## config.mk

```make
export PLATFORM = sky130hd
export DESIGN_NAME = basics_int
export DESIGN_NICKNAME = d
export VERILOG_FILES = /design/src/hw/basics_pkg.sv /design/src/hw/basics_ifs.sv /design/src/hw/cmd_frame_rx.sv /design/src/hw/param_bank.sv /design/src/hw/basics_ctrl.sv /design/src/hw/reply_framer.sv /design/src/hw/basics_int.sv
export VERILOG_INCLUDE_DIRS = /design/src /design/src/hw
export SDC_FILE = /design/constraint.sdc
export NUM_CORES = 1
export LEC_CHECK = 0
export ABC_AREA = 1
export ABC_CLOCK_PERIOD_IN_PS = 2210
export BUFFER_PORTS_ARGS = -buffer_cell sky130_fd_sc_hd__clkbuf_2
export CORE_MARGIN = 2
export CORE_UTILIZATION = 25
export CTS_BUF_LIST = sky130_fd_sc_hd__clkbuf_8
export DETAILED_ROUTE_END_ITERATION = 7
export SETUP_SLACK_MARGIN = 0.2
export SLEW_MARGIN = 20
export SYNTH_ARGS = -nofsm -noshare
export SYNTH_HDL_FRONTEND = slang
export SYNTH_SLANG_ARGS = --single-unit
```

## constraint.sdc

```tcl
create_clock -name clk -period 2.21 [get_ports clk]
set_input_delay 0.1105 -clock clk [delete_from_list [all_inputs] [get_ports clk]]
set_output_delay 0.1105 -clock clk [all_outputs]
set_load 0.1 [all_outputs]
```

## src/hw/basics_config.svh

```systemverilog
`ifndef BASICS_CONFIG_SVH
`define BASICS_CONFIG_SVH

// Supported protocol version
`define BASICS_VERSION_MAJOR 8'h00
`define BASICS_VERSION_MINOR 8'h05

// First byte of a reply frame
`define BASICS_ACK_CODE 8'h2B
`define BASICS_NAK_CODE 8'h7E

// Command bytes
`define BASICS_CMD_VER      8'h76
`define BASICS_CMD_QRY_I2C  8'h49
`define BASICS_CMD_SET_I2C  8'h69
`define BASICS_CMD_QRY_GPIO 8'h47
`define BASICS_CMD_SET_GPIO 8'h67

// Selector bytes, first payload byte of a query or set
`define BASICS_SEL_SPEED "c"
`define BASICS_SEL_ADDR  "a"
`define BASICS_SEL_LEVEL "l"
`define BASICS_SEL_DIR   "d"
`define BASICS_SEL_INTEN "i"
// Input pins, query only
`define BASICS_SEL_READ  "r"

`define BASICS_GPIO_W 24

// Settings after reset
`define BASICS_RST_I2C_SPEED 8'd99
`define BASICS_RST_I2C_ADDR  16'hFFFF
`define BASICS_RST_GPIO      24'h000000

`endif

```

## src/hw/basics_pkg.sv

```systemverilog
`include "basics_config.svh"

package basics_pkg;

	typedef enum logic [2:0] {
		CMD_NONE,
		CMD_VER,
		CMD_QRY_I2C,
		CMD_SET_I2C,
		CMD_QRY_GPIO,
		CMD_SET_GPIO
	} cmd_e;

	typedef enum logic [2:0] {
		PAR_NONE,
		PAR_I2C_SPEED,
		PAR_I2C_ADDR,
		PAR_GPIO_LEVEL,
		PAR_GPIO_DIR,
		PAR_GPIO_INTEN,
		PAR_GPIO_READ
	} param_e;

	// Right-aligned, only the low param_len bytes carry data
	typedef logic [`BASICS_GPIO_W-1:0] word_t;

	function automatic logic [1:0] param_len(param_e sel);
		case (sel)
			PAR_I2C_SPEED: return 2'd1;
			PAR_I2C_ADDR: return 2'd2;
			PAR_GPIO_LEVEL, PAR_GPIO_DIR, PAR_GPIO_INTEN, PAR_GPIO_READ: return 2'd3;
			default: return 2'd0;
		endcase
	endfunction

	function automatic logic is_query(cmd_e cmd);
		return (cmd == CMD_QRY_I2C) || (cmd == CMD_QRY_GPIO);
	endfunction

	function automatic logic is_gpio(cmd_e cmd);
		return (cmd == CMD_QRY_GPIO) || (cmd == CMD_SET_GPIO);
	endfunction

endpackage

```

## src/hw/basics_ifs.sv

```systemverilog
`timescale 1ns/1ps

// Decoded frame events from the receiver
interface rx_cmd_if;
	import basics_pkg::*;

	logic hdr_valid;
	cmd_e cmd;
	logic [7:0] eid;
	logic pay_valid;
	logic [7:0] pay_data;
	logic frame_end;

	modport src (output hdr_valid, cmd, eid, pay_valid, pay_data, frame_end);
	modport dst (input hdr_valid, cmd, eid, pay_valid, pay_data, frame_end);
endinterface

// Parameter access, staged writes and combinational read
interface param_if;
	import basics_pkg::*;

	param_e sel;
	logic wr_strobe;
	logic [7:0] wr_data;
	logic commit;
	logic discard;
	word_t rd_word;

	modport ctrl (output sel, wr_strobe, wr_data, commit, discard, input rd_word);
	modport bank (input sel, wr_strobe, wr_data, commit, discard, output rd_word);
endinterface

// Reply request to the output framer
interface reply_if;
	import basics_pkg::*;

	logic start;
	logic nak;
	logic [7:0] eid;
	word_t data;
	logic [1:0] data_len;
	logic done;

	modport ctrl (output start, nak, eid, data, data_len, input done);
	modport framer (input start, nak, eid, data, data_len, output done);
endinterface

```

## src/hw/cmd_frame_rx.sv

```systemverilog
`timescale 1ns/1ps
`include "basics_config.svh"

module cmd_frame_rx (
	input logic clk,
	input logic rst,
	input logic [7:0] ma_data,
	input logic ma_data_valid,
	input logic ma_frame_valid,
	rx_cmd_if.src rx
);
	import basics_pkg::*;

	// Byte position in the frame, stops at 3 for all payload bytes
	logic [1:0] byte_cnt;
	logic frame_q;
	cmd_e cmd_dec;
	logic byte_in;

	assign byte_in = ma_frame_valid && ma_data_valid;

	always_comb begin
		case (ma_data)
			`BASICS_CMD_VER: cmd_dec = CMD_VER;
			`BASICS_CMD_QRY_I2C: cmd_dec = CMD_QRY_I2C;
			`BASICS_CMD_SET_I2C: cmd_dec = CMD_SET_I2C;
			`BASICS_CMD_QRY_GPIO: cmd_dec = CMD_QRY_GPIO;
			`BASICS_CMD_SET_GPIO: cmd_dec = CMD_SET_GPIO;
			default: cmd_dec = CMD_NONE;
		endcase
	end

	always_ff @(posedge clk) begin
		if (rst) begin
			byte_cnt <= 2'd0;
			frame_q <= 1'b0;
			rx.cmd <= CMD_NONE;
			rx.hdr_valid <= 1'b0;
			rx.pay_valid <= 1'b0;
			rx.frame_end <= 1'b0;
		end else begin
			frame_q <= ma_frame_valid;
			rx.frame_end <= frame_q && !ma_frame_valid;
			rx.hdr_valid <= byte_in && (byte_cnt == 2'd2);
			rx.pay_valid <= byte_in && (byte_cnt == 2'd3);
			if (!ma_frame_valid) begin
				byte_cnt <= 2'd0;
			end else if (ma_data_valid && byte_cnt != 2'd3) begin
				byte_cnt <= byte_cnt + 2'd1;
			end
			if (byte_in && byte_cnt == 2'd0) begin
				rx.cmd <= cmd_dec;
			end
		end
	end

	// EID and payload bytes
	always_ff @(posedge clk) begin
		if (byte_in) begin
			if (byte_cnt == 2'd1) begin
				rx.eid <= ma_data;
			end
			rx.pay_data <= ma_data;
		end
	end

endmodule

```

## src/hw/param_bank.sv

```systemverilog
`timescale 1ns/1ps
`include "basics_config.svh"

module param_bank (
	input logic clk,
	input logic rst,
	input logic [`BASICS_GPIO_W-1:0] gpio_read,
	param_if.bank p,
	output logic [7:0] i2c_speed,
	output logic [15:0] i2c_addr,
	output logic [`BASICS_GPIO_W-1:0] gpio_level,
	output logic [`BASICS_GPIO_W-1:0] gpio_direction,
	output logic [`BASICS_GPIO_W-1:0] gpio_int_enable
);
	import basics_pkg::*;

	// Staging copies, written byte by byte and copied live on commit
	logic [7:0] speed_stg;
	logic [15:0] addr_stg;
	word_t level_stg;
	word_t dir_stg;
	word_t inten_stg;

	always_ff @(posedge clk) begin
		if (rst) begin
			speed_stg <= `BASICS_RST_I2C_SPEED;
			addr_stg <= `BASICS_RST_I2C_ADDR;
			level_stg <= `BASICS_RST_GPIO;
			dir_stg <= `BASICS_RST_GPIO;
			inten_stg <= `BASICS_RST_GPIO;
			i2c_speed <= `BASICS_RST_I2C_SPEED;
			i2c_addr <= `BASICS_RST_I2C_ADDR;
			gpio_level <= `BASICS_RST_GPIO;
			gpio_direction <= `BASICS_RST_GPIO;
			gpio_int_enable <= `BASICS_RST_GPIO;
		end else if (p.discard) begin
			speed_stg <= i2c_speed;
			addr_stg <= i2c_addr;
			level_stg <= gpio_level;
			dir_stg <= gpio_direction;
			inten_stg <= gpio_int_enable;
		end else begin
			if (p.commit) begin
				i2c_speed <= speed_stg;
				i2c_addr <= addr_stg;
				gpio_level <= level_stg;
				gpio_direction <= dir_stg;
				gpio_int_enable <= inten_stg;
			end
			// Most significant byte arrives first
			if (p.wr_strobe) begin
				case (p.sel)
					PAR_I2C_SPEED: speed_stg <= p.wr_data;
					PAR_I2C_ADDR: addr_stg <= {addr_stg[7:0], p.wr_data};
					PAR_GPIO_LEVEL: level_stg <= {level_stg[15:0], p.wr_data};
					PAR_GPIO_DIR: dir_stg <= {dir_stg[15:0], p.wr_data};
					PAR_GPIO_INTEN: inten_stg <= {inten_stg[15:0], p.wr_data};
					default: ;
				endcase
			end
		end
	end

	// Read side always shows live values
	always_comb begin
		case (p.sel)
			PAR_I2C_SPEED: p.rd_word = {16'h0000, i2c_speed};
			PAR_I2C_ADDR: p.rd_word = {8'h00, i2c_addr};
			PAR_GPIO_LEVEL: p.rd_word = gpio_level;
			PAR_GPIO_DIR: p.rd_word = gpio_direction;
			PAR_GPIO_INTEN: p.rd_word = gpio_int_enable;
			PAR_GPIO_READ: p.rd_word = gpio_read;
			default: p.rd_word = '0;
		endcase
	end

endmodule

```

## src/hw/basics_ctrl.sv

```systemverilog
`timescale 1ns/1ps
`include "basics_config.svh"

module basics_ctrl (
	input logic clk,
	input logic rst,
	rx_cmd_if.dst rx,
	param_if.ctrl p,
	reply_if.ctrl reply
);
	import basics_pkg::*;

	typedef enum logic [2:0] {S_IDLE, S_VER, S_SEL, S_SETB, S_WAIT, S_COMMIT} state_e;

	state_e state;
	state_e next_state;
	cmd_e cmd_q;
	param_e sel_q;
	param_e sel_dec;
	logic [7:0] ver_hi;
	logic ver_cnt;
	logic [1:0] byte_cnt;
	logic commit_pend;
	logic sel_ok;
	logic send;
	logic send_nak;
	word_t send_data;
	logic [1:0] send_len;

	// Selector meaning depends on the command group
	always_comb begin
		sel_dec = PAR_NONE;
		if (is_gpio(cmd_q)) begin
			case (rx.pay_data)
				`BASICS_SEL_LEVEL: sel_dec = PAR_GPIO_LEVEL;
				`BASICS_SEL_DIR: sel_dec = PAR_GPIO_DIR;
				`BASICS_SEL_INTEN: sel_dec = PAR_GPIO_INTEN;
				`BASICS_SEL_READ: sel_dec = PAR_GPIO_READ;
				default: sel_dec = PAR_NONE;
			endcase
		end else begin
			case (rx.pay_data)
				`BASICS_SEL_SPEED: sel_dec = PAR_I2C_SPEED;
				`BASICS_SEL_ADDR: sel_dec = PAR_I2C_ADDR;
				default: sel_dec = PAR_NONE;
			endcase
		end
	end

	// Pin readback cannot be set
	assign sel_ok = (sel_dec != PAR_NONE) && (is_query(cmd_q) || sel_dec != PAR_GPIO_READ);

	// Selector is decoded in place so a query reads in the same cycle
	assign p.sel = (state == S_SEL) ? sel_dec : sel_q;
	assign p.wr_strobe = (state == S_SETB) && rx.pay_valid;
	assign p.wr_data = rx.pay_data;
	assign p.commit = (state == S_COMMIT);

	always_comb begin
		next_state = state;
		send = 1'b0;
		send_nak = 1'b0;
		send_data = '0;
		send_len = 2'd0;
		p.discard = 1'b0;
		case (state)
			S_IDLE: begin
				if (rx.hdr_valid && rx.cmd != CMD_NONE) begin
					next_state = (rx.cmd == CMD_VER) ? S_VER : S_SEL;
				end
			end
			S_VER: begin
				if ((rx.pay_valid && ver_cnt) || rx.frame_end) begin
					send = 1'b1;
					next_state = S_WAIT;
					if (!rx.pay_valid ||
						{ver_hi, rx.pay_data} != {`BASICS_VERSION_MAJOR, `BASICS_VERSION_MINOR}) begin
						send_nak = 1'b1;
						send_data = {8'h00, `BASICS_VERSION_MAJOR, `BASICS_VERSION_MINOR};
						send_len = 2'd2;
					end
				end
			end
			S_SEL: begin
				if (rx.pay_valid) begin
					if (!sel_ok) begin
						send = 1'b1;
						send_nak = 1'b1;
						p.discard = 1'b1;
						next_state = S_WAIT;
					end else if (is_query(cmd_q)) begin
						send = 1'b1;
						send_data = p.rd_word;
						send_len = param_len(sel_dec);
						next_state = S_WAIT;
					end else begin
						next_state = S_SETB;
					end
				end else if (rx.frame_end) begin
					send = 1'b1;
					send_nak = 1'b1;
					p.discard = 1'b1;
					next_state = S_WAIT;
				end
			end
			S_SETB: begin
				if (rx.pay_valid) begin
					if (byte_cnt == param_len(sel_q) - 2'd1) begin
						send = 1'b1;
						next_state = S_WAIT;
					end
				end else if (rx.frame_end) begin
					send = 1'b1;
					send_nak = 1'b1;
					p.discard = 1'b1;
					next_state = S_WAIT;
				end
			end
			S_WAIT: begin
				if (reply.done) begin
					next_state = commit_pend ? S_COMMIT : S_IDLE;
				end
			end
			S_COMMIT: next_state = S_IDLE;
			default: next_state = S_IDLE;
		endcase
	end

	always_ff @(posedge clk) begin
		if (rst) begin
			state <= S_IDLE;
			cmd_q <= CMD_NONE;
			sel_q <= PAR_NONE;
			ver_cnt <= 1'b0;
			byte_cnt <= 2'd0;
			commit_pend <= 1'b0;
			reply.start <= 1'b0;
		end else begin
			state <= next_state;
			reply.start <= send;
			if (state == S_IDLE && rx.hdr_valid) begin
				cmd_q <= rx.cmd;
				ver_cnt <= 1'b0;
				commit_pend <= 1'b0;
			end
			if (state == S_VER && rx.pay_valid) begin
				ver_cnt <= 1'b1;
			end
			if (state == S_SEL && rx.pay_valid) begin
				sel_q <= sel_dec;
				byte_cnt <= 2'd0;
			end
			if (p.wr_strobe) begin
				byte_cnt <= byte_cnt + 2'd1;
			end
			// Settings go live only after a clean ACK
			if (state == S_SETB && send && !send_nak) begin
				commit_pend <= 1'b1;
			end
		end
	end

	always_ff @(posedge clk) begin
		if (state == S_IDLE && rx.hdr_valid) begin
			reply.eid <= rx.eid;
		end
		if (state == S_VER && rx.pay_valid) begin
			ver_hi <= rx.pay_data;
		end
		if (send) begin
			reply.nak <= send_nak;
			reply.data <= send_data;
			reply.data_len <= send_len;
		end
	end

endmodule

```

## src/hw/reply_framer.sv

```systemverilog
`timescale 1ns/1ps
`include "basics_config.svh"

module reply_framer (
	input logic clk,
	input logic rst,
	reply_if.framer reply,
	output logic [7:0] out_data,
	output logic out_valid,
	output logic out_frame
);
	import basics_pkg::*;

	// State names the frame whose byte is on the output now
	typedef enum logic [1:0] {F_IDLE, F_HDR, F_GAP, F_DATA} fstate_e;

	fstate_e st;
	logic [2:0] idx;
	logic [2:0] last_idx;
	logic [7:0] eid_q;
	logic [1:0] len_q;
	word_t word_q;

	// Data frame is EID, length, then len_q bytes
	assign last_idx = {1'b0, len_q} + 3'd1;

	always_ff @(posedge clk) begin
		if (rst) begin
			st <= F_IDLE;
			idx <= 3'd0;
			out_valid <= 1'b0;
			out_frame <= 1'b0;
			reply.done <= 1'b0;
		end else begin
			reply.done <= 1'b0;
			case (st)
				F_IDLE: begin
					if (reply.start) begin
						st <= F_HDR;
						idx <= 3'd0;
						out_valid <= 1'b1;
						out_frame <= 1'b1;
					end
				end
				F_HDR: begin
					if (idx != 3'd2) begin
						idx <= idx + 3'd1;
					end else begin
						out_valid <= 1'b0;
						out_frame <= 1'b0;
						if (len_q == 2'd0) begin
							reply.done <= 1'b1;
							st <= F_IDLE;
						end else begin
							st <= F_GAP;
						end
					end
				end
				F_GAP: begin
					st <= F_DATA;
					idx <= 3'd0;
					out_valid <= 1'b1;
					out_frame <= 1'b1;
				end
				F_DATA: begin
					if (idx != last_idx) begin
						idx <= idx + 3'd1;
					end else begin
						out_valid <= 1'b0;
						out_frame <= 1'b0;
						reply.done <= 1'b1;
						st <= F_IDLE;
					end
				end
			endcase
		end
	end

	// Byte path, loads the byte for the next cycle
	always_ff @(posedge clk) begin
		case (st)
			F_IDLE: begin
				if (reply.start) begin
					out_data <= reply.nak ? `BASICS_NAK_CODE : `BASICS_ACK_CODE;
					eid_q <= reply.eid;
					len_q <= reply.data_len;
					// Left-align so the top byte goes first
					word_q <= reply.data << {2'd3 - reply.data_len, 3'b000};
				end
			end
			F_HDR: out_data <= (idx == 3'd0) ? eid_q : 8'h00;
			F_GAP: out_data <= eid_q;
			F_DATA: begin
				if (idx == 3'd0) begin
					out_data <= {6'd0, len_q};
				end else begin
					out_data <= word_q[23:16];
					word_q <= word_q << 8;
				end
			end
		endcase
	end

endmodule

```

## src/hw/basics_int.sv

```systemverilog
`timescale 1ns/1ps
`include "basics_config.svh"

module basics_int (
	input logic clk,
	input logic rst,

	// Host command stream
	input logic [7:0] ma_data,
	input logic ma_data_valid,
	input logic ma_frame_valid,

	// GPIO pins and settings
	input logic [`BASICS_GPIO_W-1:0] gpio_read,
	output logic [`BASICS_GPIO_W-1:0] gpio_level,
	output logic [`BASICS_GPIO_W-1:0] gpio_direction,
	output logic [`BASICS_GPIO_W-1:0] gpio_int_enable,

	// I2C settings
	output logic [7:0] i2c_speed,
	output logic [15:0] i2c_addr,

	// Reply stream
	output logic [7:0] out_data,
	output logic out_valid,
	output logic out_frame
);

	rx_cmd_if rx_bus ();
	param_if param_bus ();
	reply_if reply_bus ();

	cmd_frame_rx rx0 (
		.clk(clk),
		.rst(rst),
		.ma_data(ma_data),
		.ma_data_valid(ma_data_valid),
		.ma_frame_valid(ma_frame_valid),
		.rx(rx_bus.src)
	);

	basics_ctrl ctrl0 (
		.clk(clk),
		.rst(rst),
		.rx(rx_bus.dst),
		.p(param_bus.ctrl),
		.reply(reply_bus.ctrl)
	);

	param_bank bank0 (
		.clk(clk),
		.rst(rst),
		.gpio_read(gpio_read),
		.p(param_bus.bank),
		.i2c_speed(i2c_speed),
		.i2c_addr(i2c_addr),
		.gpio_level(gpio_level),
		.gpio_direction(gpio_direction),
		.gpio_int_enable(gpio_int_enable)
	);

	reply_framer framer0 (
		.clk(clk),
		.rst(rst),
		.reply(reply_bus.framer),
		.out_data(out_data),
		.out_valid(out_valid),
		.out_frame(out_frame)
	);

endmodule

```

; ---- Word level (Yosys, flattened, before mapping)
; Index checks and enable logic that the tools add are counted.
[totals]
regBits = 323
latchBits = 0
mem_bits_rw = 0
romBits = 0
out_inout_bits = 106
word_cells = 256
memories = 0
[op_classes]
n_addsub = 6
mul = 0
div_mod_pow = 0
n_lt_le_gt_ge = 0
eq_ne = 60
shifts = 1
muxes = 94
bitwise_logic = 2
reduce_logical = 55
[op_table]
columns = cell, n
row1 = $mux 24, 15
row2 = $pmux 24 s6, 1
row3 = $pmux 24 s2, 2
row4 = $eq 8x7->1 const B, 11
row5 = $mux 16, 3
row6 = $mux 3, 16
row7 = $mux 8, 6
row8 = $eq 3x3->1 const B, 13
row9 = $pmux 8 s4, 1
row10 = $pmux 3 s5, 2
row11 = $mux 2, 14
row12 = $eq 3x2->1 const B, 9
row13 = $pmux 3 s4, 2
row14 = $shl 24x5->24, 1
row15 = $mux 1, 21
row16 = $reduce_bool 2->1, 10
row17 = $ne 16x3->1 const B, 1
row18 = $reduce_and 2->1, 8
row19 = $eq 3x1->1 const B, 5
row20 = $logic_and 1x1->1, 15
row21 = $pmux 2 s3, 2
row22 = $ne 2x1->1 const B, 5
row23 = $ne 2x2->1 const B, 5
row24 = $reduce_and 3->1, 3
row25 = 26 further kinds, 47

; ---- Longest topological paths before layout
[logic_depth]
depth_word = 13
ltp_mapped = 17

; ---- By module
; Synthesis repeated with hierarchy kept, for this count alone.
[hier_totals]
hier_cells = 1974
hier_area_um2 = 15264.6
[by_module_without_submodules]
columns = module, instances, cells_each, area_per_inst_um2
row1 = param_bank, 1, 1341, 9111.2
row2 = basics_ctrl, 1, 290, 2771.4
row3 = reply_framer, 1, 255, 2428.6
row4 = cmd_frame_rx, 1, 88, 953.4

; ---- Worst setup path after synthesis
; No wires, ideal clock.
[synth_path]
kind = flip-flop to flip-flop
from = register framer0.idx[0]
to = register framer0.word_q[0] (enable)
setup_time_ns = 0.414
arrival_ns = 2.023
required_time_ns = 1.796
slack_ns = -0.227
stages_incl_launch_ff = 6
path_buffers = 0
synth_period_minus_slack_ns = 2.437
path_cell_list = dfxtp_1 > inv_1 > ha_1 > nand2_1 > inv_1 > o22ai_1
[synth_between]
elab_chain_cells = 3
[synth_rtl]
columns = element, line
row1 = start: declaration, reply_framer.sv:18  ; logic [2:0] idx;
row2 = start signal: assignment, reply_framer.sv:47  ; idx <= idx + 3'd1;
row3 = start signal: assignment, reply_framer.sv:67  ; idx <= idx + 3'd1;
row4 = $logic_not 3->1, reply_framer.sv:94  ; if (idx == 3'd0) begin
row5 = $ne 2x2->1 (no source line), n/a
row6 = $reduce_and 3->1 (no source line), n/a
row7 = end signal: assignment, reply_framer.sv:88  ; word_q <= reply.data << {2'd3 - reply.data_len, 3'b000};
row8 = end signal: assignment, reply_framer.sv:98  ; word_q <= word_q << 8;
row9 = end: declaration, reply_framer.sv:22  ; word_t word_q;
; No other way between the ends.
; A chain may end at the register's enable or synchronous reset.

; ---- Final worst setup path
[layout_path]
from = register rx0.rx.pay_data[6]
to = register ctrl0.reply.data[10] (data pin)
[layout_between]
elab_chain_cells = 10
elab_cells_between_ends = 25
classes_between = eq/ne (13) / mux (9) / reduce/logical (3)
[layout_rtl]
columns = element, line
row1 = start: declaration, basics_ifs.sv:14  ; modport src (output hdr_valid, cmd, eid, pay_valid, pay_data, frame_end);
row2 = start signal: assignment, cmd_frame_rx.sv:63  ; rx.pay_data <= ma_data;
row3 = "$eq 8x7->1, on equally long branches", "basics_ctrl.sv:34, basics_ctrl.sv:42"
row4 = $pmux 3 s4 / $pmux 2 s2 (equally long branches), "basics_ctrl.sv:34, basics_ctrl.sv:42"
row5 = $mux 3 (*), basics_ctrl.sv:33  ; if (is_gpio(cmd_q)) begin
row6 = $mux 3, basics_ctrl.sv:54  ; assign p.sel = (state == S_SEL) ? sel_dec : sel_q;
row7 = "$eq 3x3->1, or another cell as far along", param_bank.sv:66  ; case (p.sel)
row8 = $pmux 24 s6, param_bank.sv:66
row9 = $mux 24, basics_ctrl.sv:91  ; end else if (is_query(cmd_q)) begin
row10 = $mux 24 (*), basics_ctrl.sv:86  ; if (!sel_ok) begin
row11 = $mux 24 (*), basics_ctrl.sv:85  ; if (rx.pay_valid) begin
row12 = $pmux 24 s2 (*), basics_ctrl.sv:66  ; case (state)
row13 = named net ctrl0.send_data[10], basics_ctrl.sv:27  ; word_t send_data;
row14 = end signal: assignment, basics_ctrl.sv:172  ; reply.data <= send_data;
row15 = end: declaration, basics_ifs.sv:44  ; modport ctrl (output start, nak, eid, data, data_len, input done);
; The timed path passes the listed nets; every way through them passes the cells marked *.

==> run metrics <==
status=complete, but fails checks; violated checks=negative setup slack; post-synthesis sequential area ratio=50.83%; CTS root buffer=clkbuf_8; period utilization=101.6%; clk_lat worst skew=0.61 ns; Int Pwr=8.767 mW; Reg clk slew, reported paths=0.07 ns; Crit path arrival time=2.59 ns; final worst slack=-0.03639 ns; die footprint=60800 um2; grt ovf=0; hold path start=gpio_read[12]; Syn Inst Count=1946; VDD IR-drop max=355.1 uV; Initial Util=25.40%; Critical Path Start=rx0.rx.pay_data[6]; die height=246.6 um; # IOs=142; Site Rows=88; leakage power=8.286 nW; # DRC=0; endpoint class of the critical path=register; post-synth top area cell=dfxtp_1; Final Non-Filler Cells=3034; RR Startpoint=rx0.rx.pay_data[6]; post-synthesis net count=1991; 1st-pass router iterations=5; library cells used by synthesis=45; drt wl/cell=17.35 um; RD Place Congestion=0.8845; gr usage total=16.58%; Relative slew margins=46.12%; Die Wd=246.6 um; CP required=2.55 ns; antenna violations before repair=2; Synth-to-Final Area Change=34.45%; Avg Inst Size Synth=7.559 um2; fin nets=2275; ys flop type=dfxtp_1; CP startpoint kind=register; Post-synth EDFFs=101; via count=13852; Final Slew Violations=0; Initial DRC Count=1333; share of layout cells above drive strength 1=25.71%; maxcap violations=0; Tightest Pin Transition=0.8082 ns; RSZ-0062 raised after global routing=true; Core Footprint=57920 um2; maximum buffer depth of the clock tree=3; synth top area cells=dfxtp_1, edfxtp_1, nand2_1, nor2_1, a21oi_1; total power draw=11.48 mW; Post-Syn Area=14710 um2; sequential share of power=53.4%; cell with the most instances after synthesis=nand2_1; Placed Cells=2874; CTS tree=done; largest net degree at the start of global routing=130; DRT antenna net count=0; Crit Path Max Fanout=6; Logic pwr share=3.5%; min Tclk post-route=2.246 ns; top cells by count, synth=nand2_1, nor2_1, dfxtp_1; first-pass GRT wire length=77.34 mm; Crit Path Category=reg -> reg; Switching Power=2.717 mW; final hold violation count=0; HP Class=in -> reg; via/cell ratio=4.566; Synth top area share=30.21%; clock network fraction of design power=43.1%; Synth warnings=0; CTS Buf Count=53; DP HPWL=36.80 mm; #FFs+latches synth=323; vias in the first global route=12846; clock tree sinks=323; final core occ=34.15%; IO Port Bufs=141; post-synthesis async set-or-reset flop share=0%; PwrDens=580.7 nW/um2; drt total wl=52.65 mm; Sw Share=23.66%; final setup violation count=27; f_max=445.2 MHz; htree depth=2; Setup Skew=0.04412 ns
==> cell usage in the layout (no fill, tap or decap), types with 5 or more instances in the layout <==
master / n
a21oi_1: 136
nand2_1: 487
o22ai_1: 13
nand2_8: 5
buf_4: 89
clkbuf_8: 61
clkbuf_2: 141
clkinv_2: 7
nand2_4: 15
o211ai_1: 20
edfxtp_1: 101
clkbuf_16: 8
dlygate4sd3_1: 25
a31oi_1: 6
o21ai_0: 125
nand3_2: 18
nand4_1: 24
inv_1: 211
ha_1: 9
nor2_4: 22
nand3_4: 9
dfxtp_1: 220
buf_12: 22
buf_6: 30
a21oi_2: 26
nor2_1: 205
nand3_1: 41
o21ai_1: 17
clkinv_1: 5
nor3_1: 13
nand2_2: 40
nor2_2: 43
buf_16: 5
inv_2: 18
==> flip-flops by register name, summed over array words and instances, names as in the netlist, 8 cells and up, named ones only <==
register and flops:
framer0.word_q 24, bank0.i2c_speed 8, bank0.speed_stg 8, framer0.eid_q 8
bank0.i2c_addr 16, bank0.gpio_direction 24, framer0.out_data 8, ctrl0.ver_hi 8
bank0.gpio_int_enable 24, ctrl0.reply.eid 8, bank0.addr_stg 16, bank0.level_stg 24
rx0.rx.eid 8, bank0.gpio_level 24, rx0.rx.pay_data 8, bank0.inten_stg 24
bank0.dir_stg 24, ctrl0.reply.data 24
==> stage by stage <==
step           TNS [ns]  hold WS, ns  instance area [um2]  setup WS [ns]
2_1_floorplan         0       0.1825                14730         0.2005
3_3_place_gp     -3.349       0.3289                16990        -0.1586
3_5_place_dp     -4.924       0.3315                16990        -0.1823
4_1_cts               0      0.02951                19000        0.03784
5_1_grt          -18.20      0.03394                19780        -0.1995
6_report        -0.4023      0.05519                19780       -0.03639
==> critical path, cell delays in order, from the launching register on <==
cell and delay (ns):
edfxtp_1 0.45, inv_1 0.08, nor2_2 0.13, nand2_2 0.13, o21ai_4 0.20, nand3_2 0.11
nand2_4 0.13, buf_6 0.11, nor2_4 0.04, nand2_4 0.11, clkinvlp_4 0.18, nand2_2 0.12
nand3_2 0.07, nor2_1 0.09, nor2_1 0.04
==> power by group through the flow <==
stage                     logic [mW]  clock network [mW]  registers [mW]
after floorplan                0.152                   0            6.26
after detailed placement       0.324                   0            6.26
after global routing           0.429                5.29            6.13
after global placement         0.325                   0            6.26
after CTS                      0.379                5.06            6.13
final                          0.401                4.95            6.13
==> logic make-up after synthesis <==
logic type,after synthesis,synth area share (%)
compound gates,367,13.35
xor+xnor,5,0.2977
fa+ha+maj,9,0.7655
buf+inv,312,8.871
flops,323,50.83
simple gates,930,25.89
==> timing repair <==
action / in CTS / in global routing
gates cloned: 6 / 10
hold buffers: 25 / 0
buffers inserted: 20 / 5
setup endpoints to repair: 142 / 152
hold endpoints to repair: 56 / 0
gates resized for setup: 146 / 154
pin swaps: 51 / 42
==> per-layer routing <==
| layer | wire [um] | part of all wire [%] | GRT usage (%) | vias to the layer above |
|---|---|---|---|---|
| met5 | 13 | 0.025 | 0 | - |
| met4 | 1968 | 3.7 | 6.148 | 2 |
| met3 | 3120 | 5.9 | 3.007 | 106 |
| met2 | 24220 | 46 | 26.38 | 427 |
| met1 | 23330 | 44 | 22.32 | 6436 |
| li1 | - | - | - | 6881 |
==> area by class of cell <==
class / count / area [um2]
Antenna cell: 1 / 2.502
Clock buffer: 61 / 839.6
Clock inverter: 32 / 136.4
Fill cell: 6116 / 38140
Inverter: 215 / 819.5
Multi-Input combinational cell: 1311 / 6730
Sequential cell: 323 / 7480
Tap cell: 765 / 957.2
Timing Repair Buffer: 325 / 2805
Timing Repair inverter: 1 / 7.507
==> worst paths after layout <==
check                                       endpoint  slack [ns]  cells after the start
worst max-delay path            ctrl0.reply.data[10]       -0.04                     14
worst min-delay path            ctrl0.reply.data[12]        0.06                      5
worst max register to register  ctrl0.reply.data[10]       -0.04                     14
worst min register to register      framer0.eid_q[3]        0.42                      0
Power figures use the tool's default switching activity.
